File: config.mk
export PLATFORM = sky130hd
export DESIGN_NAME = ctrl_reg_bank
export DESIGN_NICKNAME = d
export VERILOG_FILES = /design/src/mem_pkg.sv /design/src/spi_pkg.sv /design/src/ctrl_reg_bank.sv
export VERILOG_INCLUDE_DIRS = /design/src
export SDC_FILE = /design/constraint.sdc
export NUM_CORES = 1
export LEC_CHECK = 0
export ABC_CLOCK_PERIOD_IN_PS = 2300
export BUFFER_PORTS_ARGS = -buffer_cell sky130_fd_sc_hd__buf_2
export CORE_MARGIN = 4
export CORE_UTILIZATION = 48
export CTS_BUF_LIST = sky130_fd_sc_hd__clkbuf_8
export CTS_CLUSTER_DIAMETER = 60
export DETAILED_ROUTE_END_ITERATION = 12
export PLACE_DENSITY = 0.87
export SLEW_MARGIN = 20
export SYNTH_ARGS = -nofsm -noshare
export SYNTH_HDL_FRONTEND = slang
export SYNTH_SLANG_ARGS = --single-unit
File: constraint.sdc
create_clock -name clk -period 2.3 [get_ports clk]
set_input_delay 0.23 -clock clk [delete_from_list [all_inputs] [get_ports clk]]
set_output_delay 0.23 -clock clk [all_outputs]
set_load 0.01 [all_outputs]
File: src/spirw_cfg.svh
`ifndef SPIRW_CFG_SVH
`define SPIRW_CFG_SVH

// spi side address, full byte address sent by the master
`define SPIRW_ADDR_BITS 32

// word ram, 2**10 words of 16 bits
`define SPIRW_MEM_AW 10

// region codes live in address bits 31..24
`define SPIRW_REGION_MEM  8'h00
`define SPIRW_REGION_CTRL 8'hFF

// control bytes in region 0xff, also driven out of the top
`define SPIRW_CTRL_REGS 4

`endif
File: src/mem_pkg.sv
`include "spirw_cfg.svh"

package mem_pkg;

  // one word of the ram, even byte in the high half
  typedef logic [15:0] mem_word_t;

  // request into the word ram
  // we and re are single-cycle strobes and never overlap
  typedef struct packed {
    logic                     we;    // commit wdata at addr
    logic                     re;    // read word, data next cycle
    logic [`SPIRW_MEM_AW-1:0] addr;  // word address
    mem_word_t                wdata;
  } word_req_t;

  // control bytes, index 0 is register 0xff000000
  typedef logic [`SPIRW_CTRL_REGS-1:0][7:0] ctrl_regs_t;

endpackage

File: src/spi_pkg.sv
`include "spirw_cfg.svh"

package spi_pkg;

  // first byte of every transaction
  typedef enum logic [7:0] {
    SPI_CMD_WRITE = 8'h00,
    SPI_CMD_READ  = 8'h01
  } spi_cmd_t;

  // one data byte on the wire
  typedef logic [7:0] spi_byte_t;

  // decoded byte bus out of the slave
  // rd and wr are single-cycle strobes, no back-pressure
  typedef struct packed {
    logic                        rd;   // fetch byte at addr
    logic                        wr;   // store data at addr
    logic [`SPIRW_ADDR_BITS-1:0] addr; // byte address, region in top byte
    spi_byte_t                   data; // write data, valid with wr
  } byte_access_t;

endpackage

File: src/ctrl_reg_bank.sv
`include "spirw_cfg.svh"

module ctrl_reg_bank (
  input  logic                  clk,
  input  logic                  rst_n,
  input  spi_pkg::byte_access_t bus,
  output mem_pkg::ctrl_regs_t   ctrl
);

  localparam int IDX_W = $clog2(`SPIRW_CTRL_REGS);

  logic             hit;   // write into region 0xff
  logic [IDX_W-1:0] idx;   // register select from low address bits

  assign hit = bus.wr && (bus.addr[`SPIRW_ADDR_BITS-1 -: 8] == `SPIRW_REGION_CTRL);
  assign idx = bus.addr[IDX_W-1:0];

  // control state, also the output port
  always_ff @(posedge clk or negedge rst_n)
  begin
    if (!rst_n)
      ctrl <= '0;
    else if (hit)
      ctrl[idx] <= bus.data; // visible one cycle after wr
  end

endmodule

==> results.json <==
{
  "tns_ps": 0,
  "num_antenna_cells": 0,
  "multi_input_area_sq_um": 487,
  "area_growth_pct": 31.5,
  "worstPathRequired_ps": 2470,
  "dp_hpwl_mm": 1.93,
  "synth_cells": 73,
  "die-area_sq_mm": 0.00357,
  "regArea_sq_um": 801,
  "yosys.area_share.simple_pct": 9.82,
  "ant_nets": 0,
  "avgRoutedWirePerCell_um": 15.7,
  "critical_path_class": "input pin to register",
  "synth_mux_area_share_pct": 28.0,
  "rsz0062_at_grt": "false",
  "min_to": "ctrl[15]",
  "grt.overflow.total": 0,
  "postCtsSetupBuffers": 0,
  "r2r-end": "ctrl[20]",
  "syn_avg_cell_area_sq_um": 17.6,
  "regMostFlops": "ctrl",
  "drt-initial-drc-count": 17,
  "synth_fa_ha_area_share_pct": 0,
  "totalWireLength_mm": 2.57,
  "fin_util_pct": 67.1,
  "cts_max_path_buffers": 2,
  "grt_pass1_vias": 949,
  "yosysWarnings": 0,
  "slew_headroom_pct": 53.8,
  "seq_area_frac_synth_pct": 62.2,
  "grt_max_degree": 33,
  "cp-start-kind": "input pin",
  "maxCapViolations": 0,
  "synth_xor_area_share_pct": 0,
  "synth_nets": 117,
  "cts_root_buf": "clkbuf_8",
  "holdWs_ps": 199,
  "chipWidth_um": 59.8,
  "num_vias": 846,
  "holdPathStages": 2,
  "largest_reg_flops": 32,
  "initial_core_util_pct": 51.0,
  "cp_max_fo": 8,
  "dp_cells": 155,
  "dieHeight_um": 59.8,
  "finalHoldViolCount": 0,
  "avgViaCountPerCell": 5.16,
  "synth_area_sq_mm": 0.00129,
  "drive_gt1_share_pct": 72.4,
  "dp_worst_setup_slack_ps": 572,
  "r2r_start": "ctrl[20]",
  "end_kind": "register",
  "hold_start": "bus[7]",
  "synth-seq-cells": 32,
  "io_pins": 76,
  "clk_latency_ps": 280,
  "reg2regPathDepth": 1,
  "ir_drop_uv": 706,
  "antenna_found_initial": 0,
  "skew_ps": 0,
  "setup_viol": 0,
  "crit_arrival_ps": 1590,
  "cts_num_sinks": 32,
  "cts_tree": "yes",
  "grt_usage_pct": 17.1,
  "fin_crit_ps": 1420,
  "clock.fmax_mhz": 705,
  "synth_cell_type_count": 10,
  "status": "finished, final reports clean",
  "num-fill-cells": 204,
  "grt_pass1_wl_mm": 4.25,
  "synth_compound_area_share_pct": 0,
  "core_area_sq_mm": 0.00252,
  "cts_buffers": 5,
  "drc": 0,
  "io_buffers": 52,
  "gp_congestion": 0.695,
  "instances_no_fill": 164,
  "synth_top_family_by_area": "multiplexers",
  "worst_slew_pin_slew_ps": 692,
  "hp-class": "input pin to register",
  "reg_top3": "ctrl (32)",
  "setup_ws_ps": 881,
  "total_leakage_power_nw": 0.973,
  "cts_max_level": 2,
  "drv_slew": 0,
  "powerDensity_mw_per_mm2": 642,
  "nNetsFinal": 177,
  "r2r_slack_ps": 1520,
  "clk_pin_slew_worst_paths_ps": 60,
  "dr.pass1.iters": 4,
  "post-route-period-util_pct": 61.7,
  "rows": 18
}
==> how the worst max path moves through the flow <==
stage	from	endpoint	slack [ps]	cells after the start
2_1_floorplan	bus[40]	ctrl[0]	920	3
3_3_place_gp	bus[40]	ctrl[5]	590	4
3_5_place_dp	bus[8]	ctrl[6]	570	4
4_1_cts	bus[8]	ctrl[3]	880	4
5_1_grt	bus[8]	ctrl[0]	830	4
6_report	bus[8]	ctrl[3]	880	4
==> where the power goes <==
| group | total, mW | switching (mW) | internal (mW) |
|---|---|---|---|
| registers | 0.575 | 0.00400 | 0.571 |
| clock network | 0.444 | 0.203 | 0.242 |
| logic | 0.0670 | 0.0395 | 0.0275 |
| total | 1.09 | 0.246 | 0.840 |
==> layout by cell type (no fill, tap or decap) <==
cell           instances
nand4_4                1
nand4_2                1
nor3_4                 2
nand2_1                1
mux2_2                31
mux2_1                 1
clkbuf_8               6
nor4_4                 2
clkinvlp_4             2
dfrtp_1               32
nand3_1                1
dlygate4sd3_1          1
nand4b_1               1
buf_2                 52
==> timing repair <==
| item | in CTS | in global routing |
|---|---|---|
| hold buffers | 1 | 0 |
| endpoints found under the hold margin | 32 | 0 |
| gates resized for setup | 0 | 0 |
| setup endpoints to repair | 0 | 0 |
==> cells in the mapped netlist <==
cell      count  area, sq um
nand3_1       1         5.00
dfrtp_1      32          801
nor3_4        2         32.5
nand4b_1      1         8.76
nand2_1       1         3.75
mux2_1        1         11.3
nand4_2       1         12.5
mux2_2       31          349
nand4_4       1         21.3
nor4_4        2         42.5
==> critical path, cell delays in order <==
cell	delay, ps
buf_2	110
nand4b_1	300
nor4_4	540
mux2_2	410
==> cell type report <==
| type | count | share of cell area, % |
|---|---|---|
| Clock buffer | 6 | 4.88 |
| Timing Repair Buffer | 53 | 16.0 |
| Sequential cell | 32 | 47.3 |
| Clock inverter | 2 | 0.887 |
| Multi-Input combinational cell | 41 | 28.8 |
| Tap cell | 30 | 2.22 |
==> cell families after synthesis <==
| logic type | count (synthesis) |
|---|---|
| multiplexers | 32 |
| flip-flops | 32 |
| AND/OR/NAND/NOR | 9 |
==> per-stage QoR <==
step | instance area, sq um | power [mW]
after floorplan | 1290 | 0.605
after global placement | 1590 | 0.649
after detailed placement | 1590 | 0.652
after CTS | 1690 | 1.11
after global routing | 1690 | 1.14
final | 1690 | 1.09
==> layer usage <==
metal	share of wire, %	GRT usage (%)	vias up
met1	41	19.6	408
met4	3.0	12.3	0
li1	-	-	388
met2	47	26.9	41
met3	9.4	4.97	9
met5	0	0	-
Power figures use the tool's default switching activity.
