[src/spirw_cfg.svh]
`ifndef SPIRW_CFG_SVH
`define SPIRW_CFG_SVH

// spi side address, full byte address sent by the master
`define SPIRW_ADDR_BITS 32

// word ram, 2**10 words of 16 bits
`define SPIRW_MEM_AW 10

// region codes live in address bits 31..24
`define SPIRW_REGION_MEM  8'h00
`define SPIRW_REGION_CTRL 8'hFF

// control bytes in region 0xff, also driven out of the top
`define SPIRW_CTRL_REGS 4

`endif
[src/mem_pkg.sv]
`include "spirw_cfg.svh"

package mem_pkg;

  // one word of the ram, even byte in the high half
  typedef logic [15:0] mem_word_t;

  // request into the word ram
  // we and re are single-cycle strobes and never overlap
  typedef struct packed {
    logic                     we;    // commit wdata at addr
    logic                     re;    // read word, data next cycle
    logic [`SPIRW_MEM_AW-1:0] addr;  // word address
    mem_word_t                wdata;
  } word_req_t;

  // control bytes, index 0 is register 0xff000000
  typedef logic [`SPIRW_CTRL_REGS-1:0][7:0] ctrl_regs_t;

endpackage

[src/spi_pkg.sv]
`include "spirw_cfg.svh"

package spi_pkg;

  // first byte of every transaction
  typedef enum logic [7:0] {
    SPI_CMD_WRITE = 8'h00,
    SPI_CMD_READ  = 8'h01
  } spi_cmd_t;

  // one data byte on the wire
  typedef logic [7:0] spi_byte_t;

  // decoded byte bus out of the slave
  // rd and wr are single-cycle strobes, no back-pressure
  typedef struct packed {
    logic                        rd;   // fetch byte at addr
    logic                        wr;   // store data at addr
    logic [`SPIRW_ADDR_BITS-1:0] addr; // byte address, region in top byte
    spi_byte_t                   data; // write data, valid with wr
  } byte_access_t;

endpackage

[src/word_packer.sv]
`include "spirw_cfg.svh"

module word_packer (
  input  logic                  clk,
  input  logic                  rst_n,
  input  spi_pkg::byte_access_t bus,
  output mem_pkg::word_req_t    req
);
  import spi_pkg::*;

  localparam int AW = `SPIRW_MEM_AW;

  logic          in_mem;    // region 0x00 hit
  logic          odd_wr;    // second byte of a pair
  spi_byte_t     lane_hi;   // even byte
  spi_byte_t     lane_lo;   // odd byte
  logic          we_q, re_q;
  logic [AW-1:0] addr_q;

  assign in_mem = (bus.addr[`SPIRW_ADDR_BITS-1 -: 8] == `SPIRW_REGION_MEM);
  assign odd_wr = bus.wr & in_mem & bus.addr[0];

  always_ff @(posedge clk or negedge rst_n)
  begin
    if (!rst_n)
    begin
      we_q <= 1'b0;
      re_q <= 1'b0;
    end
    else
    begin
      we_q <= odd_wr;          // even byte alone never commits
      re_q <= bus.rd & in_mem; // every byte read fetches the whole word
    end
  end

  always_ff @(posedge clk)
  begin
    if (bus.wr & in_mem)
    begin
      if (bus.addr[0])
        lane_lo <= bus.data;
      else
        lane_hi <= bus.data;
    end
    if (odd_wr | (bus.rd & in_mem))
      addr_q <= bus.addr[AW:1]; // drop byte lane
  end

  always_comb
  begin
    req.we    = we_q;
    req.re    = re_q;
    req.addr  = addr_q;
    req.wdata = {lane_hi, lane_lo}; // even byte high
  end

endmodule

[config.mk]
export PLATFORM = sky130hd
export DESIGN_NAME = word_packer
export DESIGN_NICKNAME = d
export VERILOG_FILES = /design/src/mem_pkg.sv /design/src/spi_pkg.sv /design/src/word_packer.sv
export VERILOG_INCLUDE_DIRS = /design/src
export SDC_FILE = /design/constraint.sdc
export NUM_CORES = 1
export LEC_CHECK = 0
export BUFFER_PORTS_ARGS = -buffer_cell sky130_fd_sc_hd__buf_2
export CORE_MARGIN = 2
export CORE_UTILIZATION = 37
export DETAILED_ROUTE_END_ITERATION = 10
export PLACE_DENSITY = 0.8
export SETUP_SLACK_MARGIN = 0.1
export SLEW_MARGIN = 20
export SYNTH_ARGS = -nofsm -noshare
export SYNTH_HDL_FRONTEND = slang
export SYNTH_SLANG_ARGS = --single-unit
[constraint.sdc]
create_clock -name clk -period 0.8 [get_ports clk]
set_input_delay 0.16 -clock clk [delete_from_list [all_inputs] [get_ports clk]]
set_output_delay 0.16 -clock clk [all_outputs]
set_load 0.03 [all_outputs]
==> results.json, run 1 <==
{
  "status": "finished with violations",
  "violations": "negative setup slack",
  "setup_viol": 56,
  "finalMaxSlewViolations": 0,
  "row_count": 17,
  "synth_ff_type": "edfxtp_1",
  "worstSetupEndpointType": "flip-flop",
  "critical-path-max-stage-delay_ns": 0.59,
  "power.density_nw_per_um2": 1560,
  "period_minus_slack_ns": 1.24,
  "yosysMostFrequentCell": "edfxtp_1",
  "dieHeight_um": 53.6,
  "irDropWorstVdd_uv": 1260,
  "synth_compound_area_share_pct": 0.826,
  "wl_um": 2270,
  "grt_first_pass_wirelength_um": 3050,
  "syn_avg_cell_area_um2": 23.9,
  "portBuffers": 58,
  "max_freq_ghz": 0.806,
  "critical_path.cell_chain": "buf_6, or4_4, a211oi_4, buf_12",
  "layout.nets": 165,
  "grt_max_degree": 17,
  "cp_max_fo": 10,
  "die-area_um2": 2870,
  "wl_per_cell_um": 15.4,
  "hold_viol": 0,
  "setup_ws_ns": -0.440,
  "pin_count": 72,
  "coreArea_um2": 2280,
  "hold_path.class": "in2reg",
  "finalSetupTns_ns": -18.20,
  "multi_input_area_um2": 103,
  "nFillCells": 149,
  "synthCells": 38,
  "syn2layout_area_growth_pct": 90.5,
  "synth.distinct_cells": 9,
  "start_util_pct": 39.9,
  "synth_top_cell_area_share_pct": 86.0,
  "syn_area_um2": 908,
  "synth_top_cell_by_area": "edfxtp_1",
  "drtIter0Drc": 4,
  "seqCellArea_um2": 831,
  "cap_violations": 0,
  "worstMarginPinSlew_ns": 0.233,
  "diodes": 0,
  "cp_slowest_cell": "or4_4",
  "drive_above_1_share_pct": 65.0,
  "synth_async_sr_flop_share_pct": 7.14,
  "syn_nets": 82,
  "drc": 0,
  "die_w_um": 53.6,
  "synth_edf_count": 26,
  "post-dp-hpwl_um": 1390,
  "firstDrtPassIters": 2,
  "synthXorXnorAreaFrac_pct": 0,
  "cts_buffer_depth": 2,
  "ys_seq_area_share_pct": 91.5,
  "synth_top_family_by_area": "simple AND/OR/NAND/NOR gates",
  "path_clk_slew_ns": 0.14,
  "vias": 675,
  "place.gp.congestion": 0.605,
  "critPathArrivalTime_ns": 1.30,
  "synthSimpleGateAreaFrac_pct": 5.65,
  "cts_max_level": 1,
  "fin_crit_sh_pct": 155,
  "synth_mux_area_share_pct": 0,
  "slew_headroom_pct": 84.4,
  "grt_pass1_vias": 698,
  "yosys-top-cells-area": "edfxtp_1 86%, dfrtp_1 5.5%, or4_4 2.5%",
  "cts-buffers-inserted": 3,
  "root_buffer": "clkbuf_4",
  "clock_sinks": 28,
  "synthAdderAreaFrac_pct": 0,
  "crit_type": "in2reg",
  "grt.total_usage_pct": 16.1,
  "rsz0062_at_grt": "true",
  "synth-seq-cells": 28,
  "leakagePower_uw": 0.000748,
  "yosys_warnings": 0,
  "cts_tree": "built",
  "cp_data_required_time_ns": 0.86,
  "synth.top_cells.by_count": "26 x edfxtp_1, 2 x buf_4, 2 x dfrtp_1, 2 x nor3_1, 2 x or4_4",
  "routed_via_density": 4.56,
  "antenna_found_initial": 0,
  "final_util_pct": 76.0,
  "worst_setup_path_start_kind": "input pin",
  "ant_nets": 0,
  "globalRouteOverflowTotal": 0
}
-- worst paths after layout --
| check | to | cells after the start | slack [ns] | start |
|---|---|---|---|---|
| max in group asynchronous | re_q | 2 | 0.57 | rst_n |
| worst min-delay path | lane_lo[7] | 1 | 0.02 | bus[7] |
| worst max-delay path | addr_q[4] | 4 | -0.44 | bus[38] |
| min in group asynchronous | we_q | 2 | 0.13 | rst_n |
-- cells by family (layout without fill, tap and decap cells) --
| kind of cell | after synthesis | in the layout |
|---|---|---|
| buffers and inverters | 3 | 85 |
| flip-flops | 28 | 28 |
| AND/OR/NAND/NOR | 6 | 6 |
| AO/OA/AOI/OAI | 1 | 1 |
-- cell usage in the layout (no fill, tap or decap) --
master / count
or4_4: 2
dlymetal6s4s_1: 2
buf_2: 28
nor3_4: 2
edfxtp_1: 26
buf_4: 5
dlygate4sd3_1: 10
inv_1: 1
buf_6: 34
bufinv_16: 1
a211oi_4: 1
dfrtp_1: 2
buf_12: 1
nor4b_4: 1
nand2_1: 1
clkbuf_4: 3
-- report_power, final --
part	internal (µW)	leakage (µW)	switching, µW
sequential	1600	0.000262	1.17
clock	507	0.0000279	395
combinational	122	0.000458	68.4
-- timing repair --
| action | 4_1_cts | 5_1_grt |
|---|---|---|
| setup buffers | 1 | 2 |
| pin swaps | 1 | 0 |
| resized for setup | 62 | 4 |
| endpoints found under the hold margin | 10 | 5 |
| hold buffers | 8 | 4 |
| endpoints found under the setup margin | 56 | 58 |
-- state kept, by name (all words and copies together) (netlist names) --
signal   cells
re_q         1
we_q         1
lane_hi      8
addr_q      10
lane_lo      8
-- layer usage --
metal	vias up	share of wire, %	track usage [%]
met5	-	0	0
met4	0	1.8	9.40
met3	4	4.7	1.11
met2	33	62	32.1
met1	327	32	15.9
li1	311	-	-
-- worst max-delay path: cells and delay by family --
family	cells	cell delay, ns
AO/OA/AOI/OAI	1	0.29
buffers and inverters	2	0.26
AND/OR/NAND/NOR	1	0.59
-- cell type report --
type	count	area share, %
Multi-Input combinational cell	7	5.93
Clock inverter	1	1.74
Sequential cell	28	48.0
Tap cell	28	2.02
Clock buffer	3	1.30
Timing Repair Buffer	80	40.8
Inverter	1	0.217
-- per-stage QoR --
step	std cells	power, µW	instance area (µm²)	hold slack [ns]	setup slack [ns]
2_1_floorplan	38	1660	941	-0.136	-0.778
4_1_cts	142	2680	1660	-0.000626	-0.433
3_5_place_dp	129	1750	1320	-0.0532	-0.823
6_report	148	2690	1730	0.0176	-0.440
5_1_grt	148	2790	1730	0.00188	-0.449
3_3_place_gp	129	1750	1320	-0.0554	-0.802
No activity file was read; power rests on OpenSTA's default activity.
==> run 2, diff against run 1 <==
--- a/config.mk
+++ b/config.mk
@@ -10,7 +10,7 @@
 export CORE_MARGIN = 2
 export CORE_UTILIZATION = 37
 export DETAILED_ROUTE_END_ITERATION = 10
-export PLACE_DENSITY = 0.8
+export PLACE_DENSITY = 0.76
 export SETUP_SLACK_MARGIN = 0.1
 export SLEW_MARGIN = 20
 export SYNTH_ARGS = -nofsm -noshare
==> run 2 against run 1 <==
Against the previous run:
- the flow still finishes with violations (negative setup slack)
- global-route usage shrank 1.6 points
- sequential power is essentially flat
- count of clock-buffer cells in the layout grew 1
- maximum frequency shrank 1.4%
- largest power group unchanged
==> results.json, run 2 (same netlist as run 1, synthesis figures left out) <==
{
  "setup_viol": 56,
  "period_minus_slack_ns": 1.26,
  "row_count": 17,
  "globalRouteOverflowTotal": 0,
  "irDropWorstVdd_uv": 1370,
  "finalSetupTns_ns": -17.80,
  "slew_headroom_pct": 85.0,
  "worstSetupEndpointType": "flip-flop",
  "syn2layout_area_growth_pct": 82.9,
  "final_util_pct": 73.0,
  "portBuffers": 58,
  "layout.nets": 161,
  "final_cell_mix": "31 x buf_6, 28 x buf_2, 26 x edfxtp_1",
  "hold_viol": 0,
  "start_util_pct": 39.9,
  "cap_violations": 0,
  "wl_per_cell_um": 13.8,
  "drive_above_1_share_pct": 63.8,
  "fin_area_um2": 1660,
  "placed_area_um2": 1320,
  "hold_path.class": "in2reg",
  "rsz0062_at_grt": "true",
  "clock_sinks": 28,
  "final_common_cell": "buf_6",
  "place.gp.congestion": 0.672,
  "crit_type": "in2reg",
  "antenna_found_initial": 0,
  "nFillCells": 152,
  "drtIter0Drc": 24,
  "die_w_um": 53.6,
  "cts-buffers-inserted": 3,
  "critPathMostFrequentCell": "buf_6",
  "critical-path-max-stage-delay_ns": 0.59,
  "power_uw": 2330,
  "ant_nets": 0,
  "setup_ws_ns": -0.458,
  "min_delay_path_depth": 1,
  "drc": 0,
  "firstDrtPassIters": 4,
  "grt_first_pass_wirelength_um": 2730,
  "power.density_nw_per_um2": 1400,
  "cts_max_level": 1,
  "routed_via_density": 4.52,
  "grt_max_degree": 16,
  "cts_tree": "built",
  "pin_count": 72,
  "grt.total_usage_pct": 14.5,
  "status": "finished with violations",
  "coreArea_um2": 2280,
  "cp_max_fo": 8,
  "cp_slowest_cell": "or4_4",
  "finalMaxSlewViolations": 0,
  "worst_setup_path_start_kind": "input pin",
  "cp_data_required_time_ns": 0.84,
  "fin_crit_sh_pct": 157,
  "place_ws_ns": -0.825,
  "wl_um": 1990,
  "die-area_um2": 2870,
  "largest_reg_flops": 10,
  "dieHeight_um": 53.6,
  "critPathArrivalTime_ns": 1.30,
  "max_freq_ghz": 0.795,
  "cts_buffer_depth": 2,
  "grt_pass1_vias": 599,
  "worstMarginPinSlew_ns": 0.224,
  "critical_path.startpoint": "bus[34]",
  "holdCritStartpoint": "bus[4]",
  "vias": 651,
  "critical_path.cell_chain": "buf_6, or4_4, nor4b_4, buf_6",
  "top_register": "addr_q",
  "largestRegisters": "addr_q (10), lane_hi (8), lane_lo (8)",
  "root_buffer": "clkbuf_4",
  "path_clk_slew_ns": 0.13,
  "violations": "negative setup slack",
  "diodes": 0,
  "leakagePower_uw": 0.000691
}
[run 2: report_power, final]
part	total, µW	internal, µW	switching (µW)
Combinational	174	115	59.9
Clock	556	195	361
Sequential	1600	1600	1.03
[run 2: routing by layer]
layer	vias up	GRT usage [%]	wire length (µm)
li1	303	-	-
met1	318	15.2	607
met2	26	26.1	1250
met3	4	3.33	97
met4	0	8.97	38
met5	-	0	0
[run 2: cell type report]
cell class,instances,area [µm²],area share [%]
clock buffers,4,26.3,1.58
multi-input cells,7,96.3,5.80
well taps,28,35.0,2.11
flip-flops and latches,28,831,50.0
repair buffers,76,669,40.3
inverters,1,3.75,0.226
[run 2: worst paths after layout]
kind                              end  slack (ns)
max                        lane_hi[6]       -0.46
min                        lane_lo[4]        0.02
max in group asynchronous        we_q        0.56
min in group asynchronous        re_q        0.15
[run 2: worst max-delay path, delay by kind of cell]
family	cells	cell delay [ns]
AND/OR/NAND/NOR	2	0.87
buffers and inverters	2	0.27
[run 2: metrics by stage]
step	hold WS, ns	instances
after CTS	0.00764	133
after global placement	-0.0546	128
final	0.0245	144
after detailed placement	-0.0530	128
after floorplan	-0.136	38
after global routing	-0.00000974	144
[run 2: what timing repair did]
action | 4_1_cts | 5_1_grt
endpoints found under the hold margin | 2 | 11
hold buffers | 1 | 10
endpoints found under the setup margin | 56 | 56
pin swaps | 2 | 1
buffers inserted | 0 | 1
gates resized for setup | 59 | 1
