==> src/spirw_cfg.svh <==
`ifndef SPIRW_CFG_SVH
`define SPIRW_CFG_SVH

// spi side address, full byte address sent by the master
`define SPIRW_ADDR_BITS 32

// word ram, 2**10 words of 16 bits
`define SPIRW_MEM_AW 10

// region codes live in address bits 31..24
`define SPIRW_REGION_MEM  8'h00
`define SPIRW_REGION_CTRL 8'hFF

// control bytes in region 0xff, also driven out of the top
`define SPIRW_CTRL_REGS 4

`endif
==> src/mem_pkg.sv <==
`include "spirw_cfg.svh"

package mem_pkg;

  // one word of the ram, even byte in the high half
  typedef logic [15:0] mem_word_t;

  // request into the word ram
  // we and re are single-cycle strobes and never overlap
  typedef struct packed {
    logic                     we;    // commit wdata at addr
    logic                     re;    // read word, data next cycle
    logic [`SPIRW_MEM_AW-1:0] addr;  // word address
    mem_word_t                wdata;
  } word_req_t;

  // control bytes, index 0 is register 0xff000000
  typedef logic [`SPIRW_CTRL_REGS-1:0][7:0] ctrl_regs_t;

endpackage

==> src/spi_pkg.sv <==
`include "spirw_cfg.svh"

package spi_pkg;

  // first byte of every transaction
  typedef enum logic [7:0] {
    SPI_CMD_WRITE = 8'h00,
    SPI_CMD_READ  = 8'h01
  } spi_cmd_t;

  // one data byte on the wire
  typedef logic [7:0] spi_byte_t;

  // decoded byte bus out of the slave
  // rd and wr are single-cycle strobes, no back-pressure
  typedef struct packed {
    logic                        rd;   // fetch byte at addr
    logic                        wr;   // store data at addr
    logic [`SPIRW_ADDR_BITS-1:0] addr; // byte address, region in top byte
    spi_byte_t                   data; // write data, valid with wr
  } byte_access_t;

endpackage

==> src/read_merge.sv <==
`include "spirw_cfg.svh"

module read_merge (
  input  logic                  clk,
  input  logic                  rst_n,
  input  spi_pkg::byte_access_t bus,
  input  mem_pkg::mem_word_t    word,
  input  mem_pkg::ctrl_regs_t   ctrl,
  output spi_pkg::spi_byte_t    rdata
);
  import spi_pkg::*;

  localparam int IDX_W = $clog2(`SPIRW_CTRL_REGS);

  // what a read was aimed at, carried along the ram latency
  typedef struct packed {
    logic             vld;
    logic             is_mem;
    logic             is_ctrl;
    logic             lane;     // addr[0]
    logic [IDX_W-1:0] idx;      // ctrl register
  } rd_tag_t;

  rd_tag_t   tag_in, tag_s1, tag_s2;
  spi_byte_t sel;

  always_comb
  begin
    tag_in.vld     = bus.rd;
    tag_in.is_mem  = (bus.addr[`SPIRW_ADDR_BITS-1 -: 8] == `SPIRW_REGION_MEM);
    tag_in.is_ctrl = (bus.addr[`SPIRW_ADDR_BITS-1 -: 8] == `SPIRW_REGION_CTRL);
    tag_in.lane    = bus.addr[0];
    tag_in.idx     = bus.addr[IDX_W-1:0];
  end

  // s1 lines up with re, s2 with the ram word
  always_ff @(posedge clk or negedge rst_n)
  begin
    if (!rst_n)
    begin
      tag_s1 <= '0;
      tag_s2 <= '0;
      rdata  <= '0;
    end
    else
    begin
      tag_s1 <= tag_in;
      tag_s2 <= tag_s1;
      if (tag_s2.vld)
        rdata <= sel; // 3 cycles after rd
    end
  end

  always_comb
  begin
    if (tag_s2.is_mem)
      sel = tag_s2.lane ? word[7:0] : word[15:8];
    else if (tag_s2.is_ctrl)
      sel = ctrl[tag_s2.idx];
    else
      sel = 8'h00; // unmapped region reads zero
  end

endmodule

==> config.mk <==
export PLATFORM = sky130hd
export DESIGN_NAME = read_merge
export DESIGN_NICKNAME = d
export VERILOG_FILES = /design/src/mem_pkg.sv /design/src/spi_pkg.sv /design/src/read_merge.sv
export VERILOG_INCLUDE_DIRS = /design/src
export SDC_FILE = /design/constraint.sdc
export NUM_CORES = 1
export LEC_CHECK = 0
export ABC_AREA = 1
export BUFFER_PORTS_ARGS = -buffer_cell sky130_fd_sc_hd__buf_2
export CAP_MARGIN = 20
export CORE_MARGIN = 4
export CORE_UTILIZATION = 41
export DETAILED_ROUTE_END_ITERATION = 8
export GPL_TIMING_DRIVEN = 0
export PLACE_DENSITY = 0.86
export SETUP_SLACK_MARGIN = 0.4
export SYNTH_ARGS = -nofsm -noshare
export SYNTH_HDL_FRONTEND = slang
export SYNTH_SLANG_ARGS = --single-unit
==> constraint.sdc <==
create_clock -name clk -period 3.05 [get_ports clk]
set_input_delay 0.61 -clock clk [delete_from_list [all_inputs] [get_ports clk]]
set_output_delay 0.61 -clock clk [all_outputs]
set_load 0.01 [all_outputs]
==> results.sh, run 1 <==
export IMPL_crit_path_end_kind="primary output"
export IMPL_drive_gt1_share_pct=32.3
export IMPL_cts_buffers=3
export IMPL_drt_iter0_drc=51
export IMPL_worstSetupPathType="flip-flop to primary output"
export IMPL_initial_core_util_pct=44.5
export IMPL_synth_nets=274
export IMPL_highest_layer="met4"
export IMPL_final_nets=347
export IMPL_leakage_nw=0.999
export IMPL_fmax_mhz=692
export IMPL_multi_input_area_um2=505
export IMPL_rrSetupSlack_ns=1.82
export IMPL_ys_seq_area_share_pct=39.0
export IMPL_num_io_pins=100
export IMPL_antenna_found_initial=0
export IMPL_tightest_slew_ns=0.409
export IMPL_r2r_end="rdata[2]$_DFFE_PN0P_"
export IMPL_root_buffer="clkbuf_4"
export IMPL_grt_max_degree=19
export IMPL_syn_inst=182
export IMPL_htree_levels=1
export IMPL_fillers=266
export IMPL_avgSynthCellArea_um2=6.34
export IMPL_fp_dieW_um=61.0
export IMPL_place_gp_congestion=0.808
export IMPL_ys_ff_latch=18
export IMPL_drc_errors=0
export IMPL_post_cts_buffers=0
export IMPL_viasPerCell=4.55
export IMPL_routed_wl_um=2890
export IMPL_cpLargestDelayFamily="flip-flops"
export IMPL_crit_chain="buf_2"
export IMPL_slew_headroom_pct=72.8
export IMPL_crit_arrival_ns=0.84
export IMPL_grt_usage_pct=16.5
export IMPL_grt_pass1_wl_um=4710
export IMPL_grt_pass1_vias=1206
export IMPL_cts_resized=0
export IMPL_outcome="complete, no violations"
export IMPL_skew_ns=0.00328
export IMPL_core_area_um2=2590
export IMPL_rr_startpoint="tag_s2[1]$_DFF_PN0_"
export IMPL_clk_pin_slew_ns=0.10
export IMPL_worst_skew_pair_late_latency_ns=0.29
export IMPL_worstPathBufferInverterCount=1
export IMPL_instances_no_fill=284
export IMPL_critPathSlowestCell="dfrtp_1"
export IMPL_r2r_cells=6
export IMPL_maxCapViolations=0
export IMPL_dr_total_vias=1291
export IMPL_route_met2_wl_um=1480
export IMPL_port_buffers=68
export IMPL_m1WireLength_um=1110
export IMPL_yosys_warnings=0
export IMPL_startpoint_type="flip-flop"
export IMPL_setup_slack_ns=1.60
export IMPL_clockBufferDepth=2
export IMPL_ys_types=17
export IMPL_cp_max_fo=2
export IMPL_finalSetupViolations=0
export IMPL_finalMaxSlewViolations=0
export IMPL_hp_class="primary input to asynchronous set/reset pin"
export IMPL_finalHoldViolCount=0
export IMPL_overflow=0
export IMPL_worstPathRequired_ns=2.44
export IMPL_detail_route_first_pass_iterations=4
export IMPL_ctsHoldBuffers=0
export IMPL_rows=18
export IMPL_cts_sinks=18
export IMPL_syn_area_um2=1150
export IMPL_met3_length_um=270
export IMPL_post_drt_wl_per_cell_um=10.2
export IMPL_seqCellArea_um2=450
export IMPL_max_stage_delay_ns=0.40
export IMPL_power_density_nw_per_um2=334
export IMPL_dieArea_um2=3730
export IMPL_post_dp_hpwl_um=2410
export IMPL_route_antenna_remaining_nets=0
export IMPL_setup_tns_final_ns=0
export IMPL_pre_cts_slack_ns=1.79
export IMPL_rsz0062_at_grt="no"
export IMPL_die_h_um=61.0
export IMPL_cp_depth=1
export IMPL_cts_tree="done"
export IMPL_diodes=0
export IMPL_finalCriticalPeriod_ns=1.45
export IMPL_fin_crit_sh_pct=47.4
export IMPL_dp_cells=280
export IMPL_area_growth_pct=35.9
export IMPL_peakVddDrop_uv=374
[registers in the layout, summed over array words and instances (netlist names)]
signal	flops
rdata	8
tag_s1	5
tag_s2	5
[kinds of logic after synthesis]
family,Yosys count,synth area share (%)
AND/OR/NAND/NOR,104,36.6
buffers and inverters,44,17.1
flip-flops,18,39.0
AO/OA/AOI/OAI,16,7.27
[cell usage after synthesis]
cell,count,share of area (%)
nand3_1,16,6.9
a21oi_2,1,0.76
dfrtp_1,18,39
nor4_1,1,0.54
nor2_1,10,3.3
nor3_1,1,0.43
buf_4,1,0.65
a21oi_1,15,6.5
clkbuf_2,1,0.43
inv_1,35,11
nand4_1,2,1.1
buf_6,3,2.9
nor2_2,1,0.54
nand2_1,73,24
buf_1,1,0.33
buf_2,2,0.87
inv_4,1,0.54
[layout make-up]
class                           count  share of cell area [%]
Multi-Input combinational cell    120                    32.2
Sequential cell                    18                    28.7
Timing Repair Buffer               68                    21.7
Inverter                           36                    8.78
Buffer                              8                    3.83
Tap cell                           30                    2.39
Clock buffer                        4                    2.31
[power by group]
| part | total [mW] | switching, mW | internal [mW] |
|---|---|---|---|
| sequential | 0.255 | 0.00466 | 0.250 |
| combinational | 0.128 | 0.0665 | 0.0618 |
| clock | 0.141 | 0.0685 | 0.0727 |
[cell usage in the layout (no fill, tap or decap), drive strengths merged]
| master | n |
|---|---|
| nand4 | 2 |
| dfrtp | 18 |
| nand2 | 73 |
| nor2 | 11 |
| nor3 | 1 |
| a21oi | 16 |
| nor4 | 1 |
| buf | 75 |
| inv | 36 |
| nand3 | 16 |
| clkbuf | 5 |
[metrics by stage]
stage	area [um2]	total power, mW	hold WS (ns)	util, %
finish	1570	0.524	0.225	60.5
global route	1570	0.563	0.241	60.5
CTS	1570	0.532	0.231	60.5
detailed placement	1530	0.390	0.335	59.1
global placement	1530	0.386	0.332	59.1
floorplan	1150	0.326	0.314	-
[routing by layer]
layer	global-route usage (%)	vias up
li1	-	689
met3	4.61	4
met5	0	-
met2	31.1	44
met1	18.7	554
met4	2.79	0
[worst max path at each step]
stage	start	end	slack [ns]
5_1_grt	rdata[2]$_DFFE_PN0P_	rdata[2]	1.56
2_1_floorplan	bus[36]	tag_s1[4]$_DFF_PN0_	1.99
4_1_cts	rdata[2]$_DFFE_PN0P_	rdata[2]	1.59
6_report	rdata[2]$_DFFE_PN0P_	rdata[2]	1.60
3_3_place_gp	bus[36]	tag_s1[4]$_DFF_PN0_	1.83
3_5_place_dp	bus[36]	tag_s1[4]$_DFF_PN0_	1.79
No activity file was read; power rests on OpenSTA's default activity.
==> run 2, diff against run 1 <==
- CORE_UTILIZATION: 41 -> 38
- PLACE_DENSITY: 0.86 -> 0.8
- clock period: 3.05 -> 1.4 ns (I/O delays scaled with it)
==> results.sh, run 2 (synthesized netlist as in run 1, its figures left out) <==
export IMPL_leakage_nw=1.05
export IMPL_top_register="rdata"
export IMPL_setup_tns_final_ns=0
export IMPL_peakVddDrop_uv=636
export IMPL_core_area_um2=2830
export IMPL_rrSetupSlack_ns=0.27
export IMPL_fillers=275
export IMPL_sw_frac_of_total_pct=27.2
export IMPL_diodes=0
export IMPL_drt_iter0_drc=40
export IMPL_tightest_slew_ns=0.377
export IMPL_fp_dieW_um=63.1
export IMPL_dieArea_um2=3980
export IMPL_die_h_um=63.1
export IMPL_overflow=0
export IMPL_grt_pass1_vias=1200
export IMPL_power_frac_clock_pct=25.7
export IMPL_drc_errors=0
export IMPL_switchingPower_mw=0.326
export IMPL_htree_levels=1
export IMPL_r2r_cells=4
export IMPL_rsz0062_at_grt="yes"
export IMPL_final_nets=356
export IMPL_grt_pass1_wl_um=4710
export IMPL_fin_util_pct=61.3
export IMPL_combPwrFrac_pct=27.9
export IMPL_crit_path_end_kind="flip-flop"
export IMPL_power_frac_seq_pct=46.4
export IMPL_antenna_found_initial=0
export IMPL_routed_wl_um=3150
export IMPL_maxCapViolations=0
export IMPL_route_antenna_remaining_nets=0
export IMPL_finalMaxSlewViolations=0
export IMPL_final_area_um2=1740
export IMPL_reg_top3="rdata x8, tag_s1 x5, tag_s2 x5"
export IMPL_cp_max_fo=9
export IMPL_worstSetupPathType="flip-flop to flip-flop"
export IMPL_clk_pin_slew_ns=0.10
export IMPL_largest_register_ffs=8
export IMPL_power_density_nw_per_um2=691
export IMPL_finalSetupViolations=0
export IMPL_post_dp_hpwl_um=2330
export IMPL_fmax_mhz=882
export IMPL_worst_skew_pair_late_latency_ns=0.29
export IMPL_dp_cells=281
export IMPL_p_int_mw=0.872
export IMPL_finalHoldViolCount=0
export IMPL_setup_slack_ns=0.266
export IMPL_cts_sinks=18
export IMPL_viasPerCell=4.62
export IMPL_place_area_um2=1550
export IMPL_grt_usage_pct=14.5
export IMPL_rr_startpoint="tag_s2[5]$_DFF_PN0_"
export IMPL_pre_cts_slack_ns=0.211
export IMPL_finalCriticalPeriod_ns=1.13
export IMPL_detail_route_first_pass_iterations=4
export IMPL_worstPathRequired_ns=1.59
export IMPL_timing_hold_ws_ns=0.0943
export IMPL_num_io_pins=100
export IMPL_outcome="complete, no violations"
export IMPL_rows=19
export IMPL_cts_buffers=3
export IMPL_power_total_mw=1.20
export IMPL_whs_path_depth=1
export IMPL_initial_core_util_pct=40.8
export IMPL_r2r_end="rdata[1]$_DFFE_PN0P_"
export IMPL_root_buffer="clkbuf_4"
export IMPL_hp_start="bus[41]"
export IMPL_crit_arrival_ns=1.32
export IMPL_fin_crit_sh_pct=81.0
export IMPL_drive_gt1_share_pct=40.7
export IMPL_hold_end="tag_s1[5]$_DFF_PN0_"
export IMPL_skew_ns=0.00736
export IMPL_place_gp_congestion=0.814
export IMPL_final_common_cell="nand2_1"
export IMPL_instances_no_fill=294
export IMPL_cts_tree="done"
export IMPL_clockBufferDepth=2
export IMPL_layout_common_cells="nand2_1, buf_2, inv_1"
export IMPL_dr_total_vias=1358
export IMPL_slew_headroom_pct=74.9
export IMPL_hp_class="primary input to flip-flop"
export IMPL_port_buffers=68
export IMPL_startpoint_type="flip-flop"
export IMPL_grt_max_degree=19
export IMPL_area_growth_pct=50.4
export IMPL_post_drt_wl_per_cell_um=10.7
[run 2: cell types whose count changed in the layout (fill, tap and decap cells not counted), sizes merged]
cell and change:
buf +8, clkinvlp +1, dlygate4sd3 +1, inv -1
[run 2: layout make-up]
cell class,instances,area [um2],share of cell area [%]
clock buffer,4,36.3,2.09
inverter,36,146,8.44
sequential,18,450,26.0
multi-input combinational,120,559,32.2
timing repair buffer,77,430,24.8
buffer,8,73.8,4.25
tap,31,38.8,2.24
[run 2: how the worst max path moves through the flow]
stage	cells after the start	startpoint	slack [ns]	end
4_1_cts	7	tag_s2[0]$_DFF_PN0_	0.27	rdata[1]$_DFFE_PN0P_
3_3_place_gp	6	tag_s2[1]$_DFF_PN0_	0.23	rdata[4]$_DFFE_PN0P_
2_1_floorplan	8	tag_s2[0]$_DFF_PN0_	0.37	rdata[7]$_DFFE_PN0P_
3_5_place_dp	6	tag_s2[1]$_DFF_PN0_	0.21	rdata[6]$_DFFE_PN0P_
6_report	4	tag_s2[5]$_DFF_PN0_	0.27	rdata[1]$_DFFE_PN0P_
5_1_grt	7	tag_s2[0]$_DFF_PN0_	0.16	rdata[6]$_DFFE_PN0P_
[run 2: per-layer routing]
layer / GRT usage (%) / up-vias / part of all wire, %
li1: - / 712 / -
met1: 16.2 / 600 / 39
met2: 26.2 / 44 / 52
met3: 6.04 / 2 / 8.3
met4: 1.65 / 0 / 0.16
met5: 0 / - / 0
[run 2: power by group through the flow]
stage	clock (mW)	combinational (mW)	sequential (mW)
after global routing	0.348	0.378	0.559
after floorplan	0	0.143	0.573
after CTS	0.322	0.314	0.555
after global placement	0	0.282	0.564
after detailed placement	0	0.288	0.565
final	0.308	0.335	0.556
[run 2: critical path, cell delays in order, from the launching register on]
cell        delay (ns)
dfrtp_1           0.33
clkbuf_4          0.20
clkinvlp_4        0.21
a21oi_1           0.21
a21oi_2           0.08
[run 2: repair_timing]
action | CTS | global route
hold buffers | 1 | 0
hold endpoints to repair | 18 | 0
pin swaps | 2 | 5
buffers inserted | 4 | 2
gates cloned | 2 | 0
endpoints found under the setup margin | 16 | 16
gates resized for setup | 9 | 17
